[config.mk]
export PLATFORM = sky130hd
export DESIGN_NAME = pBusFetch
export DESIGN_NICKNAME = d
export VERILOG_FILES = /design/src/hdl/lspcPbusPkg.sv /design/src/hdl/lspcSpritePkg.sv /design/src/hdl/spriteLineIf.sv /design/src/hdl/pBusFetch.sv /design/src/hdl/pBusMux.sv /design/src/hdl/tileAnimator.sv /design/src/hdl/spriteLineCalc.sv
export VERILOG_INCLUDE_DIRS = /design/src /design/src/include
export SDC_FILE = /design/constraint.sdc
export NUM_CORES = 1
export LEC_CHECK = 0
export ABC_AREA = 1
export BUFFER_PORTS_ARGS = -buffer_cell sky130_fd_sc_hd__buf_2
export CORE_MARGIN = 2
export CORE_UTILIZATION = 45
export DETAILED_ROUTE_END_ITERATION = 12
export PLACE_DENSITY = 0.84
export SKIP_CTS_REPAIR_TIMING = 1
export SLEW_MARGIN = 20
export SYNTH_ARGS = -nofsm -noshare
export SYNTH_HDL_FRONTEND = slang
export SYNTH_SLANG_ARGS = --single-unit
[constraint.sdc]
create_clock -name CLK -period 1.7 [get_ports CLK]
set_input_delay 0.34 -clock CLK [delete_from_list [all_inputs] [get_ports CLK]]
set_output_delay 0.34 -clock CLK [all_outputs]
set_load 0.01 [all_outputs]
[src/include/lspc_defs.svh]
// LSPC P-bus fetch widths and pipeline constants
`ifndef LSPC_DEFS_SVH
`define LSPC_DEFS_SVH

// ==========================================================
// Bus and field widths
// ==========================================================

// Full P-bus word driven to the graphics ROMs
`define LSPC_PBUS_W 24

// LO ROM line index, low byte of the LO address
`define LSPC_LINE_W 8

// Sprite tile code from the sprite map
`define LSPC_TILE_W 20

// Fix layer tile code
`define LSPC_FIX_TILE_W 12

// Auto-animation frame number
`define LSPC_AA_W 3

// Sprite height in tiles
`define LSPC_SIZE_W 6

// Cycles from sampled strobe to P-bus valid
`define LSPC_PIPE_DEPTH 2

`endif
[src/hdl/lspcPbusPkg.sv]
// P-bus package with slot selection and the three decoded word views
`default_nettype none

`include "lspc_defs.svh"

package lspcPbusPkg;

	// ==========================================================
	// Slot selection
	// ==========================================================

	// What the controller drives on the P bus in a slot
	typedef enum logic [1:0] {
		SLOT_ADDR = 2'd0,
		SLOT_TILE = 2'd1,
		SLOT_FIX  = 2'd2,
		SLOT_IDLE = 2'd3
	} pBusSlot_t;

	// ==========================================================
	// P-bus word layouts
	// ==========================================================

	// Sprite address slot, palette on the high byte
	typedef struct packed {
		logic [7:0]              palette;
		logic [7:0]              yShrink;
		logic [`LSPC_LINE_W-1:0] loLine;
	} sprAddrWord_t;

	// Sprite tile slot, line sits between tile high and mid bits
	typedef struct packed {
		logic [3:0]  tileHigh;
		logic [3:0]  line;
		logic [12:0] tileMid;
		// Possibly replaced by animation count
		logic [2:0]  tileAnim;
	} sprTileWord_t;

	// Fix tile slot
	typedef struct packed {
		logic [3:0]                  zero;
		logic [3:0]                  palette;
		logic                        pixelPhase;
		// Raster bits 2..1, fix tile row half
		logic [1:0]                  rasterBits;
		logic                        flip;
		logic [`LSPC_FIX_TILE_W-1:0] tile;
	} fixTileWord_t;

	// Same 24 bits, decoded per slot
	typedef union packed {
		sprAddrWord_t addr;
		sprTileWord_t tile;
		fixTileWord_t fix;
	} pBusWord_u;

endpackage

`default_nettype wire

[src/hdl/lspcSpritePkg.sv]
// Sprite attribute package with per-sprite input and tile code types
`default_nettype none

`include "lspc_defs.svh"

package lspcSpritePkg;

	// ==========================================================
	// Sprite tile and animation types
	// ==========================================================

	// Tile code as read from sprite map, low bits may be animated
	typedef logic [`LSPC_TILE_W-1:0] sprTile_t;

	// Auto-animation frame number, wraps 7 -> 0
	typedef logic [`LSPC_AA_W-1:0] aaCount_t;

	// ==========================================================
	// Per-sprite attributes sampled with the slot strobe
	// ==========================================================
	typedef struct packed {
		sprTile_t                tile;
		logic [7:0]              palette;
		// Vertical tile flip
		logic                    vFlip;
		// Animation enables for bit 2 and bits 1..0
		logic                    aa3;
		logic                    aa2;
		// Y position, bit 8 is the sign of the wrap
		logic [8:0]              yPos;
		logic [`LSPC_SIZE_W-1:0] ySize;
		logic [7:0]              yShrink;
		// LO ROM lookup result, line and tilemap index
		logic [3:0]              vshrinkLine;
		logic [3:0]              vshrinkIndex;
	} sprAttr_t;

endpackage

`default_nettype wire

[src/hdl/spriteLineIf.sv]
// Sprite line interface between the line calculation and the P-bus mux
`timescale 1ns/10ps
`default_nettype none

`include "lspc_defs.svh"

interface spriteLineIf;
	import lspcPbusPkg::*;

	// Stage-one strobe and slot tag
	logic                    valid;
	pBusSlot_t               slot;

	// Line results
	logic [3:0]              sprLine;
	logic [`LSPC_LINE_W-1:0] loLine;
	logic [7:0]              yShrink;
	logic [7:0]              palette;

	// Sprite map addressing, mirrored for second half
	logic [3:0]              tilemapIndex;
	logic                    mapMsb;

	modport calc (output valid, slot, sprLine, loLine, yShrink, palette,
		tilemapIndex, mapMsb);

	modport mux (input valid, slot, sprLine, loLine, yShrink, palette);

endinterface

`default_nettype wire

[src/hdl/pBusFetch.sv]
// P-bus fetch path top, sprite line, tile animation and slot mux
`timescale 1ns/10ps
`default_nettype none

`include "lspc_defs.svh"

module pBusFetch (
	input  wire logic                        CLK,
	input  wire logic                        nRESETP,
	// Slot timing
	input  wire logic                        slotStrobe,
	input  wire logic [1:0]                  slotSel,
	input  wire logic [8:0]                  rasterLine,
	input  wire logic                        flip,
	input  wire logic                        pixelPhase,
	// Auto-animation control
	input  wire logic                        frameStart,
	input  wire logic [7:0]                  aaSpeed,
	input  wire logic                        aaDisable,
	// Sprite attributes
	input  wire logic [`LSPC_TILE_W-1:0]     sprTile,
	input  wire logic [7:0]                  sprPalette,
	input  wire logic                        sprVFlip,
	input  wire logic                        sprAa3,
	input  wire logic                        sprAa2,
	input  wire logic [8:0]                  sprY,
	input  wire logic [`LSPC_SIZE_W-1:0]     sprSize,
	input  wire logic [7:0]                  sprYShrink,
	// LO ROM lookup data
	input  wire logic [3:0]                  vshrinkLine,
	input  wire logic [3:0]                  vshrinkIndex,
	// Fix layer
	input  wire logic [`LSPC_FIX_TILE_W-1:0] fixTile,
	input  wire logic [3:0]                  fixPalette,
	output logic [`LSPC_PBUS_W-1:0]          pBus,
	output logic                             pBusValid,
	output logic [15:0]                      loRomAddr,
	output logic [`LSPC_AA_W-1:0]            aaCount,
	output logic                             spriteMapMsb,
	output logic [3:0]                       tilemapIndex
);
	import lspcSpritePkg::*;
	import lspcPbusPkg::*;

	sprAttr_t  attr;
	pBusSlot_t slot;
	sprTile_t  tileWord;
	pBusWord_u pBusWord;

	spriteLineIf lineIf ();

	// ==========================================================
	// Input packing
	// ==========================================================
	assign slot = pBusSlot_t'(slotSel);

	assign attr = '{
		tile:         sprTile,
		palette:      sprPalette,
		vFlip:        sprVFlip,
		aa3:          sprAa3,
		aa2:          sprAa2,
		yPos:         sprY,
		ySize:        sprSize,
		yShrink:      sprYShrink,
		vshrinkLine:  vshrinkLine,
		vshrinkIndex: vshrinkIndex
	};

	// Stage one, line math
	spriteLineCalc u_spriteLineCalc (
		.CLK        (CLK),
		.nRESETP    (nRESETP),
		.slotStrobe (slotStrobe),
		.slotSel    (slot),
		.attr       (attr),
		.rasterLine (rasterLine),
		.flip       (flip),
		.lineOut    (lineIf.calc),
		.loRomAddr  (loRomAddr)
	);

	// Stage one, animated tile
	tileAnimator u_tileAnimator (
		.CLK        (CLK),
		.nRESETP    (nRESETP),
		.slotStrobe (slotStrobe),
		.frameStart (frameStart),
		.aaSpeed    (aaSpeed),
		.aaDisable  (aaDisable),
		.sprTile    (sprTile),
		.sprAa3     (sprAa3),
		.sprAa2     (sprAa2),
		.tileWord   (tileWord),
		.aaCount    (aaCount)
	);

	// Stage two, slot mux
	pBusMux u_pBusMux (
		.CLK        (CLK),
		.nRESETP    (nRESETP),
		.lineIn     (lineIf.mux),
		.tileWord   (tileWord),
		.fixTile    (fixTile),
		.fixPalette (fixPalette),
		.pixelPhase (pixelPhase),
		.rasterLine (rasterLine),
		.flip       (flip),
		.slotStrobe (slotStrobe),
		.pBus       (pBusWord),
		.pBusValid  (pBusValid)
	);

	assign pBus = pBusWord;

	// Sprite map addressing from stage one
	assign spriteMapMsb = lineIf.mapMsb;
	assign tilemapIndex = lineIf.tilemapIndex;

endmodule

`default_nettype wire

[src/hdl/pBusMux.sv]
// P-bus word multiplexer for address, tile, fix and idle slots
`timescale 1ns/10ps
`default_nettype none

`include "lspc_defs.svh"

module pBusMux (
	input  wire logic                        CLK,
	input  wire logic                        nRESETP,
	spriteLineIf.mux                         lineIn,
	input  wire lspcSpritePkg::sprTile_t     tileWord,
	input  wire logic [`LSPC_FIX_TILE_W-1:0] fixTile,
	input  wire logic [3:0]                  fixPalette,
	input  wire logic                        pixelPhase,
	input  wire logic [8:0]                  rasterLine,
	input  wire logic                        flip,
	input  wire logic                        slotStrobe,
	output lspcPbusPkg::pBusWord_u           pBus,
	output logic                             pBusValid
);
	import lspcPbusPkg::*;

	// Fix fields, aligned with stage one
	logic [`LSPC_FIX_TILE_W-1:0] fixTileR;
	logic [3:0]                  fixPaletteR;
	logic                        pixelPhaseR;
	logic [1:0]                  rasterBitsR;
	logic                        flipR;
	pBusWord_u                   nextWord;

	always_ff @(posedge CLK) begin
		if (slotStrobe) begin
			fixTileR <= fixTile;
			fixPaletteR <= fixPalette;
			pixelPhaseR <= pixelPhase;
			rasterBitsR <= rasterLine[2:1];
			flipR <= flip;
		end
	end

	// ==========================================================
	// Word build through slot view
	// ==========================================================
	always_comb begin
		nextWord = '0;
		case (lineIn.slot)
			SLOT_ADDR: begin
				nextWord.addr.palette = lineIn.palette;
				nextWord.addr.yShrink = lineIn.yShrink;
				nextWord.addr.loLine = lineIn.loLine;
			end
			SLOT_TILE: begin
				nextWord.tile.tileHigh = tileWord[19:16];
				nextWord.tile.line = lineIn.sprLine;
				nextWord.tile.tileMid = tileWord[15:3];
				// Already animated upstream
				nextWord.tile.tileAnim = tileWord[2:0];
			end
			SLOT_FIX: begin
				nextWord.fix.palette = fixPaletteR;
				nextWord.fix.pixelPhase = pixelPhaseR;
				nextWord.fix.rasterBits = rasterBitsR;
				nextWord.fix.flip = flipR;
				nextWord.fix.tile = fixTileR;
			end
			// Idle keeps the all-zero word
			default: nextWord = '0;
		endcase
	end

	// Output stage, word held between valids
	always_ff @(posedge CLK or negedge nRESETP) begin
		if (!nRESETP) begin
			pBus <= '0;
			pBusValid <= 1'b0;
		end else begin
			pBusValid <= lineIn.valid;
			if (lineIn.valid)
				pBus <= nextWord;
		end
	end

endmodule

`default_nettype wire

[src/hdl/tileAnimator.sv]
// Auto-animation frame counter and animated sprite tile code
`timescale 1ns/10ps
`default_nettype none

`include "lspc_defs.svh"

module tileAnimator (
	input  wire logic                     CLK,
	input  wire logic                     nRESETP,
	input  wire logic                     slotStrobe,
	input  wire logic                     frameStart,
	input  wire logic [7:0]               aaSpeed,
	input  wire logic                     aaDisable,
	input  wire lspcSpritePkg::sprTile_t  sprTile,
	input  wire logic                     sprAa3,
	input  wire logic                     sprAa2,
	output lspcSpritePkg::sprTile_t       tileWord,
	output lspcSpritePkg::aaCount_t       aaCount
);
	import lspcSpritePkg::*;

	logic [7:0] frameCnt;
	logic       enBit2;
	logic       enBits10;
	sprTile_t   animTile;

	// ==========================================================
	// Frame counter
	// ==========================================================

	// Count advances every aaSpeed+1 frames
	always_ff @(posedge CLK or negedge nRESETP) begin
		if (!nRESETP) begin
			frameCnt <= 8'd0;
			aaCount <= '0;
		end else if (frameStart) begin
			if (frameCnt == aaSpeed) begin
				frameCnt <= 8'd0;
				// Natural 3-bit wrap
				aaCount <= aaCount + 1'b1;
			end else begin
				frameCnt <= frameCnt + 8'd1;
			end
		end
	end

	// ==========================================================
	// Tile bit substitution
	// ==========================================================

	// 8-frame animation implies 4-frame one
	assign enBit2 = sprAa3 & ~aaDisable;
	assign enBits10 = enBit2 | (sprAa2 & ~aaDisable);

	always_comb begin
		animTile = sprTile;
		if (enBit2)
			animTile[2] = aaCount[2];
		if (enBits10)
			animTile[1:0] = aaCount[1:0];
	end

	// Sampled count is the one before any same-cycle frameStart
	always_ff @(posedge CLK) begin
		if (slotStrobe)
			tileWord <= animTile;
	end

endmodule

`default_nettype wire

[src/hdl/spriteLineCalc.sv]
// Sprite line calculation, LO line, V-shrink mirroring and LO ROM address
`timescale 1ns/10ps
`default_nettype none

`include "lspc_defs.svh"

module spriteLineCalc (
	input  wire logic                     CLK,
	input  wire logic                     nRESETP,
	input  wire logic                     slotStrobe,
	input  wire lspcPbusPkg::pBusSlot_t   slotSel,
	input  wire lspcSpritePkg::sprAttr_t  attr,
	input  wire logic [8:0]               rasterLine,
	input  wire logic                     flip,
	spriteLineIf.calc                     lineOut,
	output logic [15:0]                   loRomAddr
);
	import lspcPbusPkg::*;

	logic [7:0]              lookahead;
	logic [8:0]              ySum;
	logic                    bottomHalf;
	logic [`LSPC_LINE_W-1:0] loLineA;
	logic [`LSPC_LINE_W-1:0] loLineB;
	logic [`LSPC_LINE_W-1:0] loLine;
	logic [8:0]              shrinkSum;
	logic                    continuous;
	logic                    mirror;
	logic [3:0]              sprLineNext;
	logic [3:0]              tilemapNext;

	// ==========================================================
	// Y-line arithmetic
	// ==========================================================

	// Next line, flip acts as half-line LSB
	assign lookahead = {rasterLine[7:1], flip} + 8'd1;

	// Carry lands in bit 8
	assign ySum = {1'b0, lookahead} + {1'b0, attr.yPos[7:0]};

	// Wrap mismatch means lower half of sprite
	assign bottomHalf = attr.yPos[8] ^ ySum[8];
	assign loLineA = ySum[7:0] ^ {`LSPC_LINE_W{bottomHalf}};

	// Shrink sum, only the carry is needed
	assign shrinkSum = {1'b0, loLineA} + {1'b0, ~attr.yShrink};

	// Height-33 style sprite, drawn as one continuous strip
	assign continuous = attr.ySize[0] & attr.ySize[5] & shrinkSum[8];

	assign loLineB = loLineA + {~attr.yShrink[6:0], 1'b0};
	assign loLine = continuous ? ~loLineB : loLineA;

	// ==========================================================
	// V-shrink mirroring
	// ==========================================================
	assign mirror = bottomHalf ^ continuous;

	// Tile flip applies on top of mirroring
	assign sprLineNext = attr.vshrinkLine ^ {4{mirror}} ^ {4{attr.vFlip}};
	assign tilemapNext = attr.vshrinkIndex ^ {4{mirror}};

	// Stage one control
	always_ff @(posedge CLK or negedge nRESETP) begin
		if (!nRESETP) begin
			lineOut.valid <= 1'b0;
			lineOut.slot <= SLOT_IDLE;
		end else begin
			lineOut.valid <= slotStrobe;
			if (slotStrobe)
				lineOut.slot <= slotSel;
		end
	end

	// Stage one results, held until next strobe
	always_ff @(posedge CLK) begin
		if (slotStrobe) begin
			lineOut.sprLine <= sprLineNext;
			lineOut.loLine <= loLine;
			lineOut.yShrink <= attr.yShrink;
			lineOut.palette <= attr.palette;
			lineOut.tilemapIndex <= tilemapNext;
			lineOut.mapMsb <= mirror;
			// LO ROM address is shrink value then line
			loRomAddr <= {attr.yShrink, loLine};
		end
	end

endmodule

`default_nettype wire

Word-level counts from Yosys, hierarchy flattened
Cells that the tools add are included.
{"block": "op_classes", "mux": 6, "n_bitwise": 15, "n_eq_ne": 3, "reduce_logical": 2, "addsub": 6}
{"operator": "case mux 20 bit (3 select lines)", "n": 1}
{"operator": "adder 8 x 8 -> 9 bit", "n": 2}
{"operator": "adder 8 x 1 -> 8 bit, second input constant", "n": 2}
{"operator": "2-to-1 mux 8 bit", "n": 2}
{"operator": "inverter 8 bit", "n": 2}
{"operator": "XOR 4 bit", "n": 3}
{"operator": "adder 8 bit", "n": 1}
{"operator": "== test 8 bit", "n": 1}
{"operator": "case mux 4 bit (2 select lines)", "n": 1}
{"operator": "XOR 8 bit", "n": 1}
{"operator": "inverter 7 bit", "n": 1}
{"operator": "AND 1 bit", "n": 4}
{"operator": "adder 3 x 1 -> 3 bit, second input constant", "n": 1}
{"operator": "== test 2 x 1 -> 1 bit, second input constant", "n": 1}
{"operator": "== test 2 bit, second input constant", "n": 1}
{"operator": "logical NOT 2 bit", "n": 1}
{"operator": "2-to-1 mux 2 bit", "n": 1}
{"operator": "AND reduction 2 bit", "n": 1}
{"operator": "XOR 1 bit", "n": 2}
{"operator": "2-to-1 mux 1 bit", "n": 1}
{"operator": "inverter 1 bit", "n": 1}
{"operator": "OR 1 bit", "n": 1}
{"block": "word_totals", "reg_bits": 128, "out_inout_bits": 49, "word_cells": 51}

Logic depth before layout (Yosys ltp)
Gate-level depths: netlist of run 1.
{"block": "logic_depth", "depth_word": 9, "depth_mapped": 25, "mapped_depth_nobuf": 25}

By module
A second synthesis of run 1 with hierarchy kept.
{"block": "hier_totals", "hier_cells": 670, "hier_area_um2": 6152.2}
{"module": "spriteLineCalc", "instances": 1, "seq_area_each_um2": 1068.5, "area_per_inst_um2": 2612.5, "cells_each": 270}
{"module": "pBusMux", "instances": 1, "seq_area_each_um2": 1226.2, "area_per_inst_um2": 2037.0, "cells_each": 229}
{"module": "tileAnimator", "instances": 1, "seq_area_each_um2": 875.8, "area_per_inst_um2": 1502.7, "cells_each": 171}

Worst setup path before layout of run 1
Ideal clock, no wire load.
{"block": "synth_path", "kind": "input to register", "start": "input flip", "end": "register u_spriteLineCalc.loRomAddr[7] (data pin)", "path_buffers": 0, "arrival_ns": 3.533, "path_stages": 23, "setup_ns": 0.258, "t_required_ns": 1.442, "slack_ns": -2.091, "path_cell_list": "nand3_1 > nand3b_1 > nand3b_1 > xnor2_1 > ha_1 > nand2_2 > inv_1 > a21oi_2 > nand3_1 > nand2_2 > xor2_1 > ha_1 > inv_1 > fa_1 > nor2_1 > nor2_1 > nor2_1 > nor2_1 > nor2_1 > nor2_1 > xor2_1 > o21ai_0 > nand2_1"}
{"block": "synth_via", "elab_chain_cells": 7, "word_cells_on_any_way": 9, "cone_classes": "4 x add/sub; 1 x mux; 4 x bitwise"}
{"item": "start: declaration", "line": "pBusFetch.sv:14", "text": "input wire logic flip,"}
{"item": "adder 8 x 1 -> 8 bit (*)", "line": "spriteLineCalc.sv:37", "text": "assign lookahead = {rasterLine[7:1], flip} + 8'd1;"}
{"item": "adder 8 x 8 -> 9 bit (*)", "line": "spriteLineCalc.sv:40", "text": "assign ySum = {1'b0, lookahead} + {1'b0, attr.yPos[7:0]};"}
{"item": "XOR 1 bit", "line": "spriteLineCalc.sv:43", "text": "assign bottomHalf = attr.yPos[8] ^ ySum[8];"}
{"item": "XOR 8 bit (*)", "line": "spriteLineCalc.sv:44", "text": "assign loLineA = ySum[7:0] ^ {`LSPC_LINE_W{bottomHalf}};"}
{"item": "adder 8 x 8 -> 9 bit or adder 8 bit (tied branches)", "line": "spriteLineCalc.sv:47, spriteLineCalc.sv:52"}
{"item": "AND 1 bit or inverter 8 bit (tied branches)", "line": "spriteLineCalc.sv:50, spriteLineCalc.sv:53"}
{"item": "2-to-1 mux 8 bit (*)", "line": "spriteLineCalc.sv:53", "text": "assign loLine = continuous ? ~loLineB : loLineA;"}
{"item": "net u_spriteLineCalc.loLine[7]", "line": "spriteLineCalc.sv:25", "text": "logic [`LSPC_LINE_W-1:0] loLine;"}
{"item": "end signal: assignment", "line": "spriteLineCalc.sv:86", "text": "loRomAddr <= {attr.yShrink, loLine};"}
{"item": "end: declaration", "line": "spriteLineCalc.sv:16", "text": "output logic [15:0] loRomAddr"}
The timed path passes the listed nets; every way through them passes the cells marked *.
A chain may end at the register's enable or synchronous reset.

Worst setup path in the final report of run 1
{"block": "layout_path", "start": "input rasterLine[1]", "end": "register u_spriteLineCalc.loRomAddr[7] (data pin)"}
{"block": "layout_via", "elab_chain_cells": 7, "word_cells_on_any_way": 9, "cone_classes": "4 x add/sub; 1 x mux; 4 x bitwise"}
{"item": "start: declaration", "line": "pBusFetch.sv:13", "text": "input wire logic [8:0] rasterLine,"}
{"item": "adder 8 x 1 -> 8 bit (*)", "line": "spriteLineCalc.sv:37"}
{"item": "adder 8 x 8 -> 9 bit (*)", "line": "spriteLineCalc.sv:40"}
{"item": "XOR 1 bit", "line": "spriteLineCalc.sv:43"}
{"item": "XOR 8 bit (*)", "line": "spriteLineCalc.sv:44"}
{"item": "adder 8 x 8 -> 9 bit or adder 8 bit (tied branches)", "line": "spriteLineCalc.sv:47, spriteLineCalc.sv:52"}
{"item": "AND 1 bit or inverter 8 bit (tied branches)", "line": "spriteLineCalc.sv:50, spriteLineCalc.sv:53"}
{"item": "2-to-1 mux 8 bit (*)", "line": "spriteLineCalc.sv:53"}
{"item": "net u_spriteLineCalc.loLine[7]", "line": "spriteLineCalc.sv:25"}
Marked as above.

==> flow_metrics.tcl, run 1 <==
set metrics [dict create \
    violations "negative setup slack" \
    dp_cells 907 \
    ant_nets 0 \
    final_util_pct 64.2 \
    antenna_cells 0 \
    finClkSkew_ps 6.03 \
    p_total_mw 8.84 \
    worst_slack_ps -1880 \
    worstPathArrival_ps 3680 \
    fin_area_mm2 0.00778 \
    grt_pass1_wl_mm 20.1 \
    postSynthAreaPerCell_um2 10.5 \
    synth-seq-cells 112 \
    synthArstFlopShare_pct 34.8 \
    antenna_found_initial 0 \
    htree_levels 3 \
    worstMarginPinSlew_ps 492 \
    crit_type "input pin to flip-flop" \
    fp.dieW_um 116 \
    clock_latency_ps 350 \
    clock-sinks 112 \
    synth_ff_type "edfxtp_1" \
    fin_setup_tns_ps -31040 \
    r2r_start "u_tileAnimator.frameCnt[2]" \
    coreArea_mm2 0.0121 \
    syn_to_final_growth_pct 38.6 \
    powerDensity_mw_per_mm2 1140 \
    std_cell_rows 40 \
    numPortBuffers 146 \
    stdcell_count 937 \
    viasPerCell 4.90 \
    post-place-ws_ps -2220 \
    r2r_slack_ps -70 \
    hold_viol 0 \
    fmax_mhz 279 \
    clock-root-buffer "clkbuf_16" \
    worstPathMaxFanout 6 \
    wl_mm 13.4 \
    startpoint_type "input pin" \
    r2r_cells 8 \
    synth_top_area_share_pct 39.1 \
    drt-initial-drc-count 284 \
    cp_data_required_time_ps 1800 \
    clk_pin_slew_ps 70 \
    period_share_pct 211 \
    most-common-layout-cells "buf_2 (142), nand2_1 (126), buf_4 (73), edfxtp_1 (73), inv_1 (50)" \
    hold_ws_ps 159 \
    outcome "finished, violations left" \
    drt-wirelength-per-cell_um 14.3 \
    ys_warn_count 0 \
    grt-ovfl-total 0 \
    dr.pass1.iters 5 \
    synthTopCellsByArea "edfxtp_1 (39%), dfrtp_1 (16%), nand2_1 (8.8%), ha_1 (5.4%), nand3_1 (4.4%)" \
    hold_depth 1 \
    grt_max_degree 79 \
    fillers 947 \
    initial_utilization_pct 46.3 \
    grt_use_total_pct 19.7 \
    synthDistinctLibCells 38 \
    synth_fp_nets 664 \
    ys_seq_area_share_pct 56.5 \
    irDropWorstVdd_v 0.000646 \
    regArea_mm2 0.00317 \
    cts_buffer_depth 2 \
    setup_violations 24 \
    r2r_end "u_tileAnimator.aaCount[2]" \
    route.vias.total 4587 \
    fin_nets 894 \
    grt_pass1_vias 4377 \
    max-cap-violations 0 \
    synth_cells 534 \
    synth_edf_count 73 \
    period_minus_slack_ps 3580 \
    drive_above_1_share_pct 43.2 \
    total_leakage_power_nw 3.67 \
    die_h_um 116 \
    io_pins 153 \
    layout.cells.most_common "buf_2" \
    die-area_mm2 0.0134 \
    slew_viol_final 0 \
    cts_buffers 9 \
    syn_area_mm2 0.00561 \
    holdCritPathClass "input pin to flip-flop" \
    hp-start "sprPalette[1]" \
    synth_top_area_cell "edfxtp_1" \
    place.gp.congestion 0.861 \
    rsz0062_at_grt "true" \
    drc 0 \
    multi_input_area_mm2 0.00246 \
    relSlewSlack_pct 67.1 \
    hpwl_mm 9.99 \
    cp-end-kind "flip-flop" \
    postPlaceCellArea_mm2 0.00716 \
    min_to "u_spriteLineCalc.lineOut.palette[1]" \
    cts_tree "done" \
]
-- layer usage --
layer,up-vias,track usage (%),part of all wire (%)
li1,2258,-,-
met1,2166,23.1,41
met2,137,35.6,51
met3,26,2.30,4.5
met4,0,10.2,3.1
met5,-,0,0
-- final cells by class --
cell class	instances	share of cell area (%)
inverter	55	2.70
multi-input combinational	358	31.6
clock buffer	11	2.99
timing repair buffer	228	18.5
sequential	112	40.8
tap	168	2.70
clock inverter	5	0.724
-- kinds of logic after synthesis --
group	Yosys count	synth area share, %
AND/OR/NAND/NOR	234	19.0
adder cells (fa/ha/maj)	26	6.06
XOR/XNOR	32	4.99
multiplexers	21	4.21
flip-flops	112	56.5
AO/OA/AOI/OAI	43	4.62
buffers and inverters	66	4.62
-- sequential cells by signal, indices dropped and copies added (netlist names) --
register	count
u_spriteLineCalc.lineOut.valid	1
u_spriteLineCalc.lineOut.tilemapIndex	4
u_spriteLineCalc.lineOut.palette	8
u_spriteLineCalc.lineOut.sprLine	4
u_pBusMux.fixPaletteR	4
u_spriteLineCalc.lineOut.mapMsb	1
u_spriteLineCalc.loRomAddr	16
u_tileAnimator.aaCount	3
u_pBusMux.pixelPhaseR	1
u_pBusMux.pBus	24
u_pBusMux.fixTileR	12
u_spriteLineCalc.lineOut.slot	2
u_pBusMux.flipR	1
u_tileAnimator.tileWord	20
u_tileAnimator.frameCnt	8
u_pBusMux.pBusValid	1
u_pBusMux.rasterBitsR	2
-- how the worst max path moves through the flow --
stage	startpoint	end	slack (ps)	depth (start not counted)
6_report	rasterLine[1]	u_spriteLineCalc.loRomAddr[7]	-1880	25
5_1_grt	rasterLine[1]	u_spriteLineCalc.loRomAddr[7]	-2090	25
4_1_cts	flip	u_spriteLineCalc.loRomAddr[7]	-1850	25
3_5_place_dp	flip	u_spriteLineCalc.loRomAddr[7]	-2220	25
3_3_place_gp	flip	u_spriteLineCalc.loRomAddr[7]	-2060	25
2_1_floorplan	flip	u_spriteLineCalc.loRomAddr[2]	-1880	21
-- cells in the mapped netlist, types with 5 or more instances --
library cell,instances
nand2_1,131
edfxtp_1,73
inv_1,55
nand3_1,49
dfrtp_1,37
ha_1,24
nor2_1,23
mux2_2,21
xor2_1,20
a21oi_1,13
o21ai_0,13
xnor2_1,12
clkbuf_1,9
a31oi_1,6
nand2_2,5
nor3_1,5
-- report_power, final --
part           switching [mW]  internal (mW)  total (mW)
clock                   0.923           1.15        2.07
sequential              0.223           3.39        3.62
combinational            1.62           1.53        3.15
-- worst max-delay path, cell delays in order --
cell and delay, ps:
buf_8 90, nand3_4 60, nand3b_1 170, nand3b_1 200, xnor2_1 150, ha_1 330
nand2_1 110, nand2_2 80, a21oi_4 150, nand3_2 120, nand2_4 170, xor2_4 210
ha_4 170, inv_2 40, fa_2 370, nor2_2 130, nor2_1 50, nor2_1 140
nor2_1 60, nor2_1 100, nor2_1 60, xor2_1 180, nor2_1 60, nand2_1 60
nand2_1 50
No activity file was read; power rests on OpenSTA's default activity.
==> run 2, diff against run 1 <==
Settings changed: ABC_AREA 1 to unset, CORE_MARGIN 2 to unset, CORE_UTILIZATION 45 to 40, PLACE_DENSITY 0.84 to 0.77.
==> run 2 against run 1 <==
Effect of this change:
- the run still ends with negative setup slack left
- via count down 8.9%
- worst setup slack lost 160 ps
- first-iteration DRC count unchanged
- flip-flop and latch count unchanged
- critical path depth is 7 lower
- clock skew is essentially flat
- core utilization decreased by 8.2 points
- synthesized cell count is 16% lower
- die area increased by 5.2%
- cell count down 9.6%
- synthesized area fell by 3.1%
==> flow_metrics.tcl, run 2 <==
set metrics [dict create \
    max-cap-violations 0 \
    synth_common_cells "edfxtp_1 (73), nor2_1 (56), a21oi_1 (54)" \
    largest_reg_flops 24 \
    hold_depth 1 \
    drt-wirelength-per-cell_um 15.6 \
    synthDistinctLibCells 40 \
    worst_slack_ps -2030 \
    synth_edf_count 73 \
    ant_nets 0 \
    startpoint_type "input pin" \
    syn_to_final_growth_pct 36.5 \
    setup_violations 17 \
    slew_viol_final 0 \
    syn_area_mm2 0.00544 \
    crit_type "input pin to flip-flop" \
    fp.dieW_um 119 \
    most-common-layout-cells "buf_2 (141), edfxtp_1 (73), buf_4 (69), nor2_1 (53), a21oi_1 (51)" \
    worstPathArrival_ps 3830 \
    clock-sinks 112 \
    violations "negative setup slack" \
    relSlewSlack_pct 64.2 \
    synthArstFlopShare_pct 34.8 \
    clk_pin_slew_ps 70 \
    outcome "finished, violations left" \
    cts_buffer_depth 2 \
    grt_pass1_vias 4173 \
    fin_setup_tns_ps -33300 \
    cp_slowest_cell "ha_1" \
    wl_mm 13.2 \
    regMostFlops "u_pBusMux.pBus" \
    period_share_pct 220 \
    fillers 1149 \
    irDropWorstVdd_v 0.000565 \
    worstPathMaxFanout 5 \
    grt_max_degree 42 \
    cts_tree "done" \
    max_stage_delay_ps 350 \
    ys_warn_count 0 \
    cp_data_required_time_ps 1790 \
    dr.pass1.iters 4 \
    clock_latency_ps 350 \
    std_cell_rows 42 \
    layout.cells.most_common "buf_2" \
    ys_seq_area_share_pct 58.3 \
    r2r_start "u_tileAnimator.frameCnt[2]" \
    r2r_cells 5 \
    drive_above_1_share_pct 41.2 \
    crit_path_cell_trace "buf_8 -> and4_4 -> nand4_1 -> xnor2_1 -> ha_1 -> a211o_1 -> a211o_1 -> o211ai_4 -> a21oi_2 -> xnor2_2 -> ha_1 -> nand4_1 -> o211a_1 -> a21boi_4 -> nand2_4 -> a22oi_4 -> xnor2_4 -> xor2_1" \
    r2r_slack_ps 100 \
    post-place-ws_ps -2420 \
    worstMarginPinSlew_ps 535 \
    synth-seq-cells 112 \
    drt-initial-drc-count 284 \
    fmax_mhz 268 \
    clock-root-buffer "clkbuf_16" \
    viasPerCell 4.93 \
    finClkSkew_ps 6.16 \
    io_pins 153 \
    powerDensity_mw_per_mm2 1120 \
    cp-end-kind "flip-flop" \
    antenna_found_initial 1 \
    synth_cells 449 \
    hold_viol 0 \
    route.vias.total 4179 \
    synth_top_area_share_pct 40.3 \
    total_leakage_power_nw 3.39 \
    top_regs "u_pBusMux.pBus: 24 flops, u_tileAnimator.tileWord: 20 flops, u_spriteLineCalc.loRomAddr: 16 flops" \
    initial_utilization_pct 41.1 \
    coreArea_mm2 0.0132 \
    die_h_um 119 \
    postPlaceCellArea_mm2 0.00690 \
    grt_pass1_wl_mm 20.5 \
    grt_use_total_pct 18.9 \
    place.gp.congestion 0.877 \
    r2r_end "u_tileAnimator.aaCount[1]" \
    die-area_mm2 0.0141 \
    hpwl_mm 10.1 \
    synth_top_area_cell "edfxtp_1" \
    drc 0 \
    holdCritPathClass "input pin to flip-flop" \
    hp-start "fixTile[3]" \
    min_to "u_pBusMux.fixTileR[3]" \
    grt-ovfl-total 0 \
    numPortBuffers 146 \
    synth_fp_nets 579 \
    hold_ws_ps 160 \
    cts_buffers 9 \
    fin_area_mm2 0.00742 \
    synthTopCellsByArea "edfxtp_1 (40%), dfrtp_1 (17%), xnor2_1 (5.6%), ha_1 (5.5%), a21oi_1 (5.0%)" \
    yosysMostFrequentCell "edfxtp_1" \
    period_minus_slack_ps 3730 \
    fin_nets 795 \
    htree_levels 3 \
    postSynthAreaPerCell_um2 12.1 \
    synth_ff_type "edfxtp_1" \
    rsz0062_at_grt "true" \
]
run 2: cell types whose count changed in the layout (fill, tap and decap cells not counted), sizes merged, moves of 14 or more:
cell   before  now
nand2     142   14
nand3      52   10
a21oi      15   54
inv        56   22
nor2       26   56
mux2i       0   26
xnor2      12   36
mux2       21    7
run 2: kinds of logic (layout without fill, tap and decap cells):
| kind of cell | after synthesis | in the layout | synth area share [%] |
|---|---|---|---|
| XOR/XNOR | 45 | 45 | 7.59 |
| multiplexers | 33 | 33 | 6.23 |
| buffers and inverters | 38 | 259 | 2.94 |
| flip-flops | 112 | 112 | 58.3 |
| other | 0 | 1 | 0 |
| AO/OA/AOI/OAI | 91 | 91 | 9.87 |
| adder cells (fa/ha/maj) | 26 | 26 | 6.26 |
| AND/OR/NAND/NOR | 104 | 104 | 8.83 |
run 2: layer usage:
| layer | up-vias | GRT usage (%) | routed length [um] | share of wire (%) |
|---|---|---|---|---|
| li1 | 2041 | - | - | - |
| met2 | 122 | 32.0 | 6520 | 49 |
| met4 | 0 | 8.78 | 452 | 3.4 |
| met1 | 1985 | 23.1 | 5580 | 42 |
| met3 | 31 | 3.96 | 645 | 4.9 |
| met5 | - | 0 | 0 | 0 |
run 2: cell type report:
class,count,area [um^2],area share [%]
timing repair buffer,222,1390,18.7
inverter,21,78.8,1.06
sequential,112,3180,42.8
antenna,1,2.50,0.0337
clock buffer,10,229,3.08
tap,176,220,2.97
clock inverter,6,45.0,0.607
multi-input combinational,299,2280,30.7
run 2: metrics by stage:
step / instances / utilization, % / power [mW]
after floorplan: 449 / - / 5.08
after global placement: 821 / 52.1 / 6.07
after detailed placement: 821 / 52.1 / 6.20
after CTS: 837 / 54.2 / 8.14
after global routing: 847 / 56.1 / 8.76
final: 847 / 56.1 / 8.32
run 2: worst max path at each step:
stage	start	end	slack [ps]
after floorplan	flip	u_spriteLineCalc.lineOut.sprLine[0]	-2230
after detailed placement	flip	u_spriteLineCalc.lineOut.tilemapIndex[3]	-2420
final	rasterLine[1]	u_spriteLineCalc.lineOut.sprLine[0]	-2030
after global routing	rasterLine[1]	u_spriteLineCalc.lineOut.sprLine[0]	-2160
after CTS	flip	u_spriteLineCalc.lineOut.tilemapIndex[3]	-2050
after global placement	flip	u_spriteLineCalc.lineOut.sprLine[0]	-2280
run 2: worst max-delay path, delay by kind of cell:
| family | cells | cell delay (ps) |
|---|---|---|
| xor gates and xnor gates | 4 | 600 |
| adders and majority gates | 2 | 670 |
| AOI/OAI and AO/OA | 7 | 1560 |
| buffers and inverters | 1 | 80 |
| and+or+nand+nor | 4 | 580 |
run 2: report_power, final:
| part | switching, mW | internal [mW] |
|---|---|---|
| Combinational | 1.34 | 1.40 |
| Sequential | 0.252 | 3.38 |
| Clock | 0.950 | 1.00 |
| Total | 2.54 | 5.78 |
